### config.mk
export PLATFORM = sky130hd
export DESIGN_NAME = mem_port_flat
export DESIGN_NICKNAME = d
export VERILOG_FILES = /design/src/dcache_pkg.sv /design/src/dcache_bus_if.sv /design/src/mem_port.sv /design/src/flat_wrapper.sv
export SDC_FILE = /design/constraint.sdc
export NUM_CORES = 1
export LEC_CHECK = 0
export BUFFER_PORTS_ARGS = -buffer_cell sky130_fd_sc_hd__buf_4
export CORE_AREA = 10 10 222 224
export DETAILED_ROUTE_END_ITERATION = 16
export DIE_AREA = 0 0 232 234
export PLACE_DENSITY = 0.54
export SLEW_MARGIN = 25
export SYNTH_ARGS = -nofsm -noshare
export SYNTH_HDL_FRONTEND = slang
export SYNTH_SLANG_ARGS = --single-unit
### constraint.sdc
create_clock -name clk -period 4.7 [get_ports clk]
set_clock_uncertainty 0.05 [all_clocks]
set_input_delay 0.47 -clock clk [delete_from_list [all_inputs] [get_ports clk]]
set_output_delay 0.47 -clock clk [all_outputs]
set_load 0.1 [all_outputs]
### src/dcache_pkg.sv
// ************************************************
// data cache shared widths and typedefs
// controller state encoding
// ************************************************
package dcache_pkg;

    localparam int ADDR_W   = 32;
    localparam int OFFSET_W = 4;    // 16-byte lines
    localparam int LINE_W   = 128;

    typedef logic [ADDR_W-1:0] addr_t;
    typedef logic [63:0]       word_t;
    typedef logic [LINE_W-1:0] line_t;
    typedef logic [7:0]        mask_t;   // byte mask of one word
    typedef logic [15:0]       lane_t;   // byte enable over a line

    typedef enum logic [2:0] {
        IDLE,
        COMPARE,
        HIT_ACCESS,
        WRITE_LINE,
        WRITE_BACK,
        ALLOCATE,
        FLUSH,
        FLUSH_NEXT
    } ctrl_state_t;

endpackage

### src/dcache_bus_if.sv


interface mem_if;
    logic              start;    // one-cycle pulse
    logic              write;
    dcache_pkg::addr_t addr;
    dcache_pkg::line_t wline;
    logic              finish;
    dcache_pkg::line_t rline;

    modport ctrl (output start, write, addr, wline, input finish, rline);
    modport port (input start, write, addr, wline, output finish, rline);
endinterface

### src/mem_port.sv
// ************************************************
// memory bus port: registered request,
// valid held until ready, refill capture
// ************************************************
`timescale 1ns/1ps

module mem_port (
    input  logic              clk,
    input  logic              rst,
    mem_if.port               mem_bus,
    output dcache_pkg::addr_t rw_addr_o,
    output logic              rw_req_o,
    output logic              rw_valid_o,
    output dcache_pkg::line_t rw_w_data_o,
    input  dcache_pkg::line_t data_read_i,
    input  logic              rw_ready_i
);
    logic finish_q;

    always_ff @(posedge clk) begin
        if (rst) begin
            rw_valid_o <= 1'b0;
            rw_req_o   <= 1'b0;
            finish_q   <= 1'b0;
        end else begin
            finish_q <= 1'b0;
            if (mem_bus.start) begin
                rw_valid_o <= 1'b1;
                rw_req_o   <= mem_bus.write;   // high for a write
            end else if (rw_valid_o && rw_ready_i) begin
                rw_valid_o <= 1'b0;
                finish_q   <= 1'b1;
            end
        end
    end

    // payload only
    always_ff @(posedge clk) begin
        if (mem_bus.start) begin
            rw_addr_o   <= mem_bus.addr;
            rw_w_data_o <= mem_bus.wline;
        end
        if (rw_valid_o && rw_ready_i) begin
            mem_bus.rline <= data_read_i;
        end
    end

    assign mem_bus.finish = finish_q;

endmodule

### src/flat_wrapper.sv
// flat-port wrapper written by rule: the top's interface ports become plain ports
module mem_port_flat 
  (clk, rst, rw_addr_o, rw_req_o, rw_valid_o, rw_w_data_o, data_read_i, rw_ready_i, mem_bus_start, mem_bus_write, mem_bus_addr, mem_bus_wline, mem_bus_finish, mem_bus_rline);
  mem_if mem_bus_i ();
  input  logic clk;
  input  logic rst;
  output dcache_pkg::addr_t rw_addr_o;
  output logic rw_req_o;
  output logic rw_valid_o;
  output dcache_pkg::line_t rw_w_data_o;
  input  dcache_pkg::line_t data_read_i;
  input  logic rw_ready_i;
  input wire logic [$bits(mem_bus_i.start)-1:0] mem_bus_start;
  input wire logic [$bits(mem_bus_i.write)-1:0] mem_bus_write;
  input wire logic [$bits(mem_bus_i.addr)-1:0] mem_bus_addr;
  input wire logic [$bits(mem_bus_i.wline)-1:0] mem_bus_wline;
  output wire logic [$bits(mem_bus_i.finish)-1:0] mem_bus_finish;
  output wire logic [$bits(mem_bus_i.rline)-1:0] mem_bus_rline;
  assign mem_bus_i.start = mem_bus_start;
  assign mem_bus_i.write = mem_bus_write;
  assign mem_bus_i.addr = mem_bus_addr;
  assign mem_bus_i.wline = mem_bus_wline;
  assign mem_bus_finish = mem_bus_i.finish;
  assign mem_bus_rline = mem_bus_i.rline;
  mem_port u_core (.clk(clk), .rst(rst), .mem_bus(mem_bus_i), .rw_addr_o(rw_addr_o), .rw_req_o(rw_req_o), .rw_valid_o(rw_valid_o), .rw_w_data_o(rw_w_data_o), .data_read_i(data_read_i), .rw_ready_i(rw_ready_i));
endmodule
==> results.ini <==
[power_and_ir_drop]
pwr-share-comb_pct = 21.7
leakagePower_nw = 6.140
switchingPower_w = 0.002328
netSwitchingFraction_pct = 32.13
power.density_nw_per_um2 = 482.7
vdd_drop_max_mv = 0.3122
p_int_w = 0.004918
p_clk_share_pct = 35.8
seqPwrFrac_pct = 42.4

[routing]
wl_per_cell_um = 22.90
vias = 5613
drt-initial-drc-count = 295
viasPerCell = 3.640
ant_nets = 0
drc = 0
dr.pass1.iters = 4
wirelength_mm = 35.32

[cells_and_area]
multiInputGateArea_um2 = 46.29
final_area_um2 = 15010
drive_gt1_share_pct = 67.38
seq_area_um2 = 8708
num-fill-cells = 4412
final_nets = 1214
syn2layout_area_growth_pct = 71.45

[synth]
synthAdderAreaFrac_pct = 0
synth_cell_types = 9
synth-compound-area-share_pct = 0.05715
synth_seq_cells = 291
synthMuxAreaShare_pct = 0.1143
syn-num-nets = 591
yosys.area_share.simple_pct = 0.3429
yosys_warnings = 0
synth_top_family_by_area = simple AND/OR/NAND/NOR gates
synth-xor-area-share_pct = 0
avgSynthCellArea_um2 = 29.39
netlist_instances = 298
ys_seq_area_share_pct = 99.44
netlist_area_um2 = 8757

[timing]
whs_ps = 56.38
slew_violations = 0
worst_slack_ps = 2926
slew_headroom_pct = 34.59
fin_crit_sh_pct = 37.74
finalHoldViolations = 0
max_freq_mhz = 563.8
tightest_slew_ps = 981.2
min_period_ps = 1774
rsz0062_at_grt = false
fin_tns_setup_ps = 0
setup_viol = 0

[clocking]
post_cts_resized = 0
tritoncts = built
cts_buffer_depth = 3
clkTransAtPathRegs_ps = 60
h-tree-depth = 2
cts_buffers = 35
cts_hold_buffers = 0
post_cts_buffers = 0
insertion_delay_ps = 520
cts-root-buf = clkbuf_16
clock-sinks = 291

[floorplan]
die_w_um = 232
initial_core_util_pct = 19.51
die_area_um2 = 54290
core.rowCount = 78
die_y_um = 234
coreArea_um2 = 44890
pin_count = 584

[worst_setup_path]
startpoint_type = flop
crit_path_cell_trace = buf_4
cp_data_arrival_time_ps = 1250
critical_path_buf_inv_count = 1
critical-path-slowest-cell = edfxtp_1
slowest_delay_ps = 400
startpoint = u_core.rw_w_data_o[32]
crit_required_ps = 4180
cp_num_cells = 1
endpoint_kind = primary output
critical_path_class = flop to primary output
timing.rr.start = u_core.rw_valid_o
rr_worst_depth = 2
critPathMaxFanout = 1
crit_family = flip-flops

[grt]
grt_pass1_wl_mm = 46.96
grt_pass1_vias = 6190
antenna_found_initial = 4
grt_max_degree = 109
grt-ovfl-total = 0
grt_use_total_pct = 12.17

[hold_path]
hp-class = input pin to flop
whs_path_depth = 1
holdCritStartpoint = mem_bus_wline[78]

[outcome]
status = finished clean

[placed_design]
placedInstanceArea_um2 = 13920
dp_slack_ps = 2541
dp_hpwl_mm = 28.94
place.gp.congestion = 0.7693
portBuffers = 583

[job]
cap_violations = 0

## placed cells by master, fill, tap and decap left out, drive strengths merged
cell type,count
a21oi,1
and2,1
buf,586
bufinv,3
clkbuf,41
clkinv,10
clkinvlp,2
dfxtp,3
diode,1
edfxtp,288
inv,2
mux2i,1
nand2b,1
nor2,1
nor3b,1
## final timing paths
kind,end,slack (ps)
setup / recovery,rw_w_data_o[32],2930
hold / removal,u_core.rw_w_data_o[78],60
setup reg to reg,u_core.mem_bus.rline[36],2940
hold reg to reg,u_core.rw_req_o,450
## area by class of cell
class | count | area share (%)
tap | 600 | 5.000
multi-input combinational | 6 | 0.3083
timing repair buffer | 586 | 29.41
sequential | 291 | 58.00
clock buffer | 41 | 6.125
inverter | 1 | 0.02500
antenna | 1 | 0.01667
clock inverter | 16 | 1.117
## power by group through the flow
| stage | registers, W | logic, W | clock network [W] |
|---|---|---|---|
| 2_1_floorplan | 0.00420 | 0.0000154 | 0 |
| 3_3_place_gp | 0.00313 | 0.00159 | 0 |
| 3_5_place_dp | 0.00313 | 0.00160 | 0 |
| 4_1_cts | 0.00308 | 0.00160 | 0.00270 |
| 5_1_grt | 0.00309 | 0.00161 | 0.00280 |
| 6_report | 0.00308 | 0.00158 | 0.00260 |
## kinds of logic (layout without fill, tap and decap cells)
group | Yosys count | count (layout)
AND/OR/NAND/NOR | 4 | 4
buffers and inverters | 1 | 644
AO/OA/AOI/OAI | 1 | 1
flip-flops | 291 | 291
other | 0 | 1
multiplexers | 1 | 1
## stage by stage
stage	total power, W	utilization (%)	instances
6_report	0.007247	33.44	1542
5_1_grt	0.007505	33.44	1541
4_1_cts	0.007372	33.44	1541
3_5_place_dp	0.004726	31.02	1484
3_3_place_gp	0.004717	31.02	1484
2_1_floorplan	0.004211	-	298
## cell usage after synthesis (all sizes together)
cell type	instances	area, µm²
nor2	1	3.750
inv	1	3.750
mux2i	1	10.01
and2	1	7.510
nor3b	1	12.51
nand2b	1	6.260
edfxtp	288	8648
dfxtp	3	60.06
a21oi	1	5.000
## registers in the layout, indices dropped and copies added, names as in the netlist
| name | count |
|---|---|
| u_core.mem_bus.finish | 1 |
| u_core.mem_bus.rline | 128 |
| u_core.rw_addr_o | 32 |
| u_core.rw_req_o | 1 |
| u_core.rw_valid_o | 1 |
| u_core.rw_w_data_o | 128 |
## layer usage
| layer | GRT usage [%] | part of all wire [%] | up-vias |
|---|---|---|---|
| met5 | 0 | 0.14 | - |
| met4 | 4.227 | 2.6 | 6 |
| met3 | 8.315 | 16 | 59 |
| met2 | 21.39 | 51 | 403 |
| met1 | 10.92 | 31 | 2681 |
| li1 | - | - | 2464 |
No activity file was read; power rests on OpenSTA's default activity.
