File: config.mk
export PLATFORM = sky130hd
export DESIGN_NAME = cpu_req_port_flat
export DESIGN_NICKNAME = d
export VERILOG_FILES = /design/src/dcache_pkg.sv /design/src/dcache_bus_if.sv /design/src/cpu_req_port.sv /design/src/flat_wrapper.sv
export SDC_FILE = /design/constraint.sdc
export NUM_CORES = 1
export LEC_CHECK = 0
export BUFFER_PORTS_ARGS = -buffer_cell sky130_fd_sc_hd__buf_2
export CORE_AREA = 2 2 134 136
export CTS_CLUSTER_SIZE = 28
export DETAILED_ROUTE_END_ITERATION = 10
export DIE_AREA = 0 0 136 138
export GPL_TIMING_DRIVEN = 0
export PLACE_DENSITY = 0.72
export REMOVE_ABC_BUFFERS = 1
export SLEW_MARGIN = 20
export SYNTH_ARGS = -nofsm -noshare
export SYNTH_HDL_FRONTEND = slang
export SYNTH_SLANG_ARGS = --single-unit
File: constraint.sdc
create_clock -name clk -period 9.1 [get_ports clk]
set_input_delay 1.82 -clock clk [delete_from_list [all_inputs] [get_ports clk]]
set_output_delay 1.82 -clock clk [all_outputs]
set_load 0.01 [all_outputs]
File: src/dcache_pkg.sv
// ************************************************
// data cache shared widths and typedefs
// controller state encoding
// ************************************************
package dcache_pkg;

    localparam int ADDR_W   = 32;
    localparam int OFFSET_W = 4;    // 16-byte lines
    localparam int LINE_W   = 128;

    typedef logic [ADDR_W-1:0] addr_t;
    typedef logic [63:0]       word_t;
    typedef logic [LINE_W-1:0] line_t;
    typedef logic [7:0]        mask_t;   // byte mask of one word
    typedef logic [15:0]       lane_t;   // byte enable over a line

    typedef enum logic [2:0] {
        IDLE,
        COMPARE,
        HIT_ACCESS,
        WRITE_LINE,
        WRITE_BACK,
        ALLOCATE,
        FLUSH,
        FLUSH_NEXT
    } ctrl_state_t;

endpackage

File: src/dcache_bus_if.sv
// ************************************************
// req_if  captured cpu request to controller
// mem_if  controller to memory port
// ************************************************
`timescale 1ns/1ps

interface req_if #(
    parameter int INDEX_W = 6
);
    localparam int TAG_W = dcache_pkg::ADDR_W - dcache_pkg::OFFSET_W - INDEX_W;

    logic [TAG_W-1:0]   tag;
    logic [INDEX_W-1:0] index;
    logic               word_sel;   // upper half of the line
    logic               rw;
    dcache_pkg::word_t  wdata;
    dcache_pkg::lane_t  lanes;
    logic               pending;
    logic               done;
    dcache_pkg::word_t  rdata;

    modport port (output tag, index, word_sel, rw, wdata, lanes, pending, input done, rdata);
    modport ctrl (input tag, index, word_sel, rw, wdata, lanes, pending, output done, rdata);
endinterface


File: src/cpu_req_port.sv
// ************************************************
// cpu request capture, address split
// byte lane enables, ready and read data
// ************************************************
`timescale 1ns/1ps

module cpu_req_port #(
    parameter int INDEX_W = 6
) (
    input  logic              clk,
    input  logic              rst,
    input  dcache_pkg::addr_t cpu_req_addr_i,
    input  logic              cpu_req_rw_i,
    input  logic              cpu_req_valid_i,
    input  dcache_pkg::word_t cpu_data_write_i,
    input  dcache_pkg::mask_t cpu_wmask_i,
    output dcache_pkg::word_t cpu_data_read_o,
    output logic              cpu_ready_o,
    req_if.port               req_bus
);
    localparam int TAG_LSB = dcache_pkg::OFFSET_W + INDEX_W;

    logic              pending_q;
    logic              accept;
    logic              word_sel;
    dcache_pkg::lane_t lanes;

    // no new request while one is open or its ready is still out
    assign accept   = cpu_req_valid_i && !pending_q && !cpu_ready_o;
    assign word_sel = cpu_req_addr_i[dcache_pkg::OFFSET_W-1];

    always_comb begin
        if (!cpu_req_rw_i) begin
            lanes = '0;
        end else if (word_sel) begin
            lanes = {cpu_wmask_i, 8'h00};
        end else begin
            lanes = {8'h00, cpu_wmask_i};
        end
    end

    always_ff @(posedge clk) begin
        if (rst) begin
            pending_q   <= 1'b0;
            cpu_ready_o <= 1'b0;
        end else begin
            cpu_ready_o <= req_bus.done;
            if (req_bus.done) begin
                pending_q <= 1'b0;
            end else if (accept) begin
                pending_q <= 1'b1;
            end
        end
    end

    always_ff @(posedge clk) begin
        if (accept) begin
            req_bus.tag      <= cpu_req_addr_i[dcache_pkg::ADDR_W-1:TAG_LSB];
            req_bus.index    <= cpu_req_addr_i[TAG_LSB-1:dcache_pkg::OFFSET_W];
            req_bus.word_sel <= word_sel;
            req_bus.rw       <= cpu_req_rw_i;
            req_bus.wdata    <= cpu_data_write_i;
            req_bus.lanes    <= lanes;
        end
        if (req_bus.done) begin
            cpu_data_read_o <= req_bus.rdata;
        end
    end

    assign req_bus.pending = pending_q;

endmodule

File: src/flat_wrapper.sv
// flat-port wrapper written by rule: the top's interface ports become plain ports
module cpu_req_port_flat 
#(
    parameter int INDEX_W = 6
)
  (clk, rst, cpu_req_addr_i, cpu_req_rw_i, cpu_req_valid_i, cpu_data_write_i, cpu_wmask_i, cpu_data_read_o, cpu_ready_o, req_bus_tag, req_bus_index, req_bus_word_sel, req_bus_rw, req_bus_wdata, req_bus_lanes, req_bus_pending, req_bus_done, req_bus_rdata);
  req_if #(.INDEX_W(INDEX_W)) req_bus_i ();
  input  logic clk;
  input  logic rst;
  input  dcache_pkg::addr_t cpu_req_addr_i;
  input  logic cpu_req_rw_i;
  input  logic cpu_req_valid_i;
  input  dcache_pkg::word_t cpu_data_write_i;
  input  dcache_pkg::mask_t cpu_wmask_i;
  output dcache_pkg::word_t cpu_data_read_o;
  output logic cpu_ready_o;
  output wire logic [$bits(req_bus_i.tag)-1:0] req_bus_tag;
  output wire logic [$bits(req_bus_i.index)-1:0] req_bus_index;
  output wire logic [$bits(req_bus_i.word_sel)-1:0] req_bus_word_sel;
  output wire logic [$bits(req_bus_i.rw)-1:0] req_bus_rw;
  output wire logic [$bits(req_bus_i.wdata)-1:0] req_bus_wdata;
  output wire logic [$bits(req_bus_i.lanes)-1:0] req_bus_lanes;
  output wire logic [$bits(req_bus_i.pending)-1:0] req_bus_pending;
  input wire logic [$bits(req_bus_i.done)-1:0] req_bus_done;
  input wire logic [$bits(req_bus_i.rdata)-1:0] req_bus_rdata;
  assign req_bus_tag = req_bus_i.tag;
  assign req_bus_index = req_bus_i.index;
  assign req_bus_word_sel = req_bus_i.word_sel;
  assign req_bus_rw = req_bus_i.rw;
  assign req_bus_wdata = req_bus_i.wdata;
  assign req_bus_lanes = req_bus_i.lanes;
  assign req_bus_pending = req_bus_i.pending;
  assign req_bus_i.done = req_bus_done;
  assign req_bus_i.rdata = req_bus_rdata;
  cpu_req_port #(.INDEX_W(INDEX_W)) u_core (.clk(clk), .rst(rst), .cpu_req_addr_i(cpu_req_addr_i), .cpu_req_rw_i(cpu_req_rw_i), .cpu_req_valid_i(cpu_req_valid_i), .cpu_data_write_i(cpu_data_write_i), .cpu_wmask_i(cpu_wmask_i), .cpu_data_read_o(cpu_data_read_o), .cpu_ready_o(cpu_ready_o), .req_bus(req_bus_i));
endmodule
==> key figures <==
Status
  – Outcome: completed

Min path
  – Worst hold path startpoint: u_core.req_bus.pending$_SDFFE_PP0P_
  – Hold Path Stages: 2
  – Hold endpoint: u_core.req_bus.pending$_SDFFE_PP0P_
  – Hold Path Class: flip-flop to flip-flop

Floorplanning
  – Initial core utilization: 30.9%
  – Die Width: 136 µm
  – Die height: ~140 µm
  – I/O pins: 349
  – Die area: 0.0188 mm²
  – Core outline area: ~0.018 mm²
  – Site Rows: 49

Setup path
  – Worst setup SP type: flip-flop
  – Crit path required time: ~7.3 ns
  – FF-to-FF End: u_core.req_bus.lanes[13]$_SDFFCE_PN0P_
  – CP peak stage delay: 0.43 ns
  – Arr. time, crit path: between 1 and 1.5 ns
  – Worst path buffer plus inverter count: 1
  – R2r worst-path depth: 4
  – Slowest cell on the critical path: edfxtp_1
  – Critical Path, Cell by Cell: buf_2
  – Kind of critical path: flip-flop to output pin
  – Worst reg2reg path startpoint: u_core.cpu_ready_o$_SDFF_PP0_
  – Critical Path End Type: output pin
  – Crit-path leading delay family: flip-flops
  – Worst-path maximum fanout: 1
  – FF-to-FF setup slack: 7.50 ns

Yosys
  – Mapped cell area: about 0.0054 mm²
  – Cell taking the most area after synthesis: edfxtp_1
  – Asr flop ratio synth: 0%
  – Post-synthesis compound-gate area fraction: less than 1%
  – Mux cell area share after synthesis: 0%
  – Synth area leaders: edfxtp_1 96%, and3_2 1.1%, and2_1 0.92%
  – Top-count cell post-synth: edfxtp_1
  – Top cells by count, synth: 174 x edfxtp_1, 8 x and2_1, 8 x and3_2
  – Largest family of logic cells by synthesized area: simple AND/OR/NAND/NOR gates
  – Most used DFF post-synth: edfxtp_1
  – Mean Syn Cell Area: about 27 µm²
  – Cells after synthesis: 198
  – Synth Area in Adders: 0%
  – Synth Area in XOR/XNOR: 0%
  – Post-synthesis sequential area ratio: between 90% and 100%
  – Synth top area share: about 96%
  – Yosys reg bits: ~180
  – Synth Area in Simple Gates: roughly 2.6%
  – Ys Warns: 0
  – Number of synthesized flops with an enable pin: 174
  – Netlist cell types: 10

Finish
  – Design area: about 0.0081 mm²
  – Fraction of layout cells with a size suffix above 1: roughly two thirds
  – Fill count: roughly 1,600
  – Fin nets: 739
  – Area Overhead vs Synth: 49.2%

Clock tree
  – Setup Buffers After CTS: 0
  – Worst-Skew Late Latency: between 0.4 and 0.5 ns
  – H-tree levels: 4
  – CTS tree: done
  – Clock root buffer: clkbuf_16
  – Clk buf depth: 2
  – # clock sinks: 176
  – Post-CTS Hold Buffers: 0
  – Resize count post-CTS: 0
  – Worst-path clk slew: roughly 0.07 ns
  – TritonCTS buffer count: 17

Route
  – Vias post-DR: approximately 3,400
  – DRC violations left: 0
  – Routed WL per cell: 16.4 µm
  – Vias/cell: between 4 and 5
  – DR pass1 iterations: 4
  – Violation count after the first detailed-route iteration: ~160
  – DRT antenna net count: 0
  – Drt total wl: 13.3 mm

Global routing
  – Gr ovfl total: 0
  – Largest net degree at the start of global routing: 67
  – Initial antenna violation count: 3
  – First-pass GRT wire length: approximately 19 mm
  – Number of global-route vias before repair: approximately 3,600
  – Total global-route track usage: 13.8%

Placed design
  – Gpl congestion: roughly 0.70
  – Port buffer count: around 350
  – Hpwl dp: slightly above 10 mm
  – DP Area: between 0.007 and 0.008 mm²

Timing
  – Max-slew violations: 0
  – F_max: 351 MHz
  – Final hold viol count: 0
  – Min cycle time layout: around 2.8 ns
  – # setup viols final: 0
  – Unrepaired setup endpoints after global routing: false
  – Slew @ Worst Pin: slightly above 0.8 ns
  – Period utilization: between 30% and 40%
  – Setup TNS: 0 ns
  – Slew HR: between 40% and 50%
  – Fin Clk Skew: 0.0148 ns

Pwr
  – Power per cell area: about 220 mW/mm²
  – Leak: roughly 3.4 nW
  – Maximum vdd drop: between 0.1 and 0.15 mV

Flow run
  – Total of max-cap violations: 0
==> through the flow <==
step | util, % | setup slack [ns] | power, mW | hold slack, ns | instances
after floorplan | - | 2.06 | 1.03 | 0.481 | 198
after global placement | 42.4 | 0.108 | 1.13 | 0.452 | 772
after detailed placement | 43.0 | 5.97 | 1.13 | 0.519 | 776
after CTS | 46.0 | 6.26 | 1.80 | 0.529 | 808
after global routing | 46.1 | 6.23 | 1.84 | 0.538 | 809
final | 46.1 | 6.25 | 1.78 | 0.524 | 811
==> area by class of cell <==
class,count,area [µm²],share of cell area (%)
clock inverters,13,106,1.32
inverters,1,3.75,0.0464
flip-flops and latches,176,5270,65.1
multi-input cells,21,155,1.92
well taps,229,287,3.55
clock buffers,19,433,5.36
repair buffers,349,1820,22.6
diodes,3,7.51,0.0929
==> cells by family after synthesis <==
group,Yosys count
AOI/OAI and AO/OA,1
and+or+nand+nor,20
DFF,176
buffers and inverters,1
==> power by group <==
| group | switching, mW | total [mW] | internal, mW |
|---|---|---|---|
| combinational | 0.0796 | 0.145 | 0.0658 |
| sequential | 0.0126 | 0.965 | 0.952 |
| clock | 0.311 | 0.666 | 0.354 |
| total | 0.404 | 1.78 | 1.37 |
==> how the worst max path moves through the flow <==
stage / startpoint / to / slack [ns] / cells after the start
after floorplan: cpu_req_valid_i / u_core.req_bus.index[0]$_DFFE_PP_ / 2.06 / 2
after global placement: cpu_req_valid_i / u_core.req_bus.lanes[13]$_SDFFCE_PN0P_ / 0.11 / 3
after detailed placement: cpu_req_valid_i / u_core.req_bus.wdata[7]$_DFFE_PP_ / 5.97 / 5
after CTS: u_core.req_bus.wdata[18]$_DFFE_PP_ / req_bus_wdata[18] / 6.26 / 1
after global routing: u_core.req_bus.wdata[22]$_DFFE_PP_ / req_bus_wdata[22] / 6.23 / 1
final: u_core.req_bus.wdata[22]$_DFFE_PP_ / req_bus_wdata[22] / 6.25 / 1
==> state kept, by name, indices dropped and copies added, names as in the netlist <==
signal / count
u_core.req_bus.wdata: 64
u_core.req_bus.rw: 1
u_core.req_bus.pending: 1
u_core.req_bus.index: 6
u_core.req_bus.lanes: 16
u_core.req_bus.word_sel: 1
u_core.req_bus.tag: 22
u_core.cpu_ready_o: 1
u_core.cpu_data_read_o: 64
==> per-layer routing <==
metal	part of all wire (%)	wire length, µm	track usage, %	vias to the layer above
met5	0	0	0	-
met2	50	6620	23.5	237
met1	35	4640	13.7	1578
met4	2.2	289	6.25	0
met3	13	1710	7.19	20
li1	-	-	-	1537
==> placed cells by master, fill, tap and decap left out, types with 3 or more instances in the layout <==
cell type	n
and2_1	8
and3_2	8
buf_2	344
clkbuf_16	17
clkinv_4	4
clkinvlp_4	4
diode_2	3
edfxtp_1	174
inv_6	3
No activity file was read; power rests on OpenSTA's default activity.
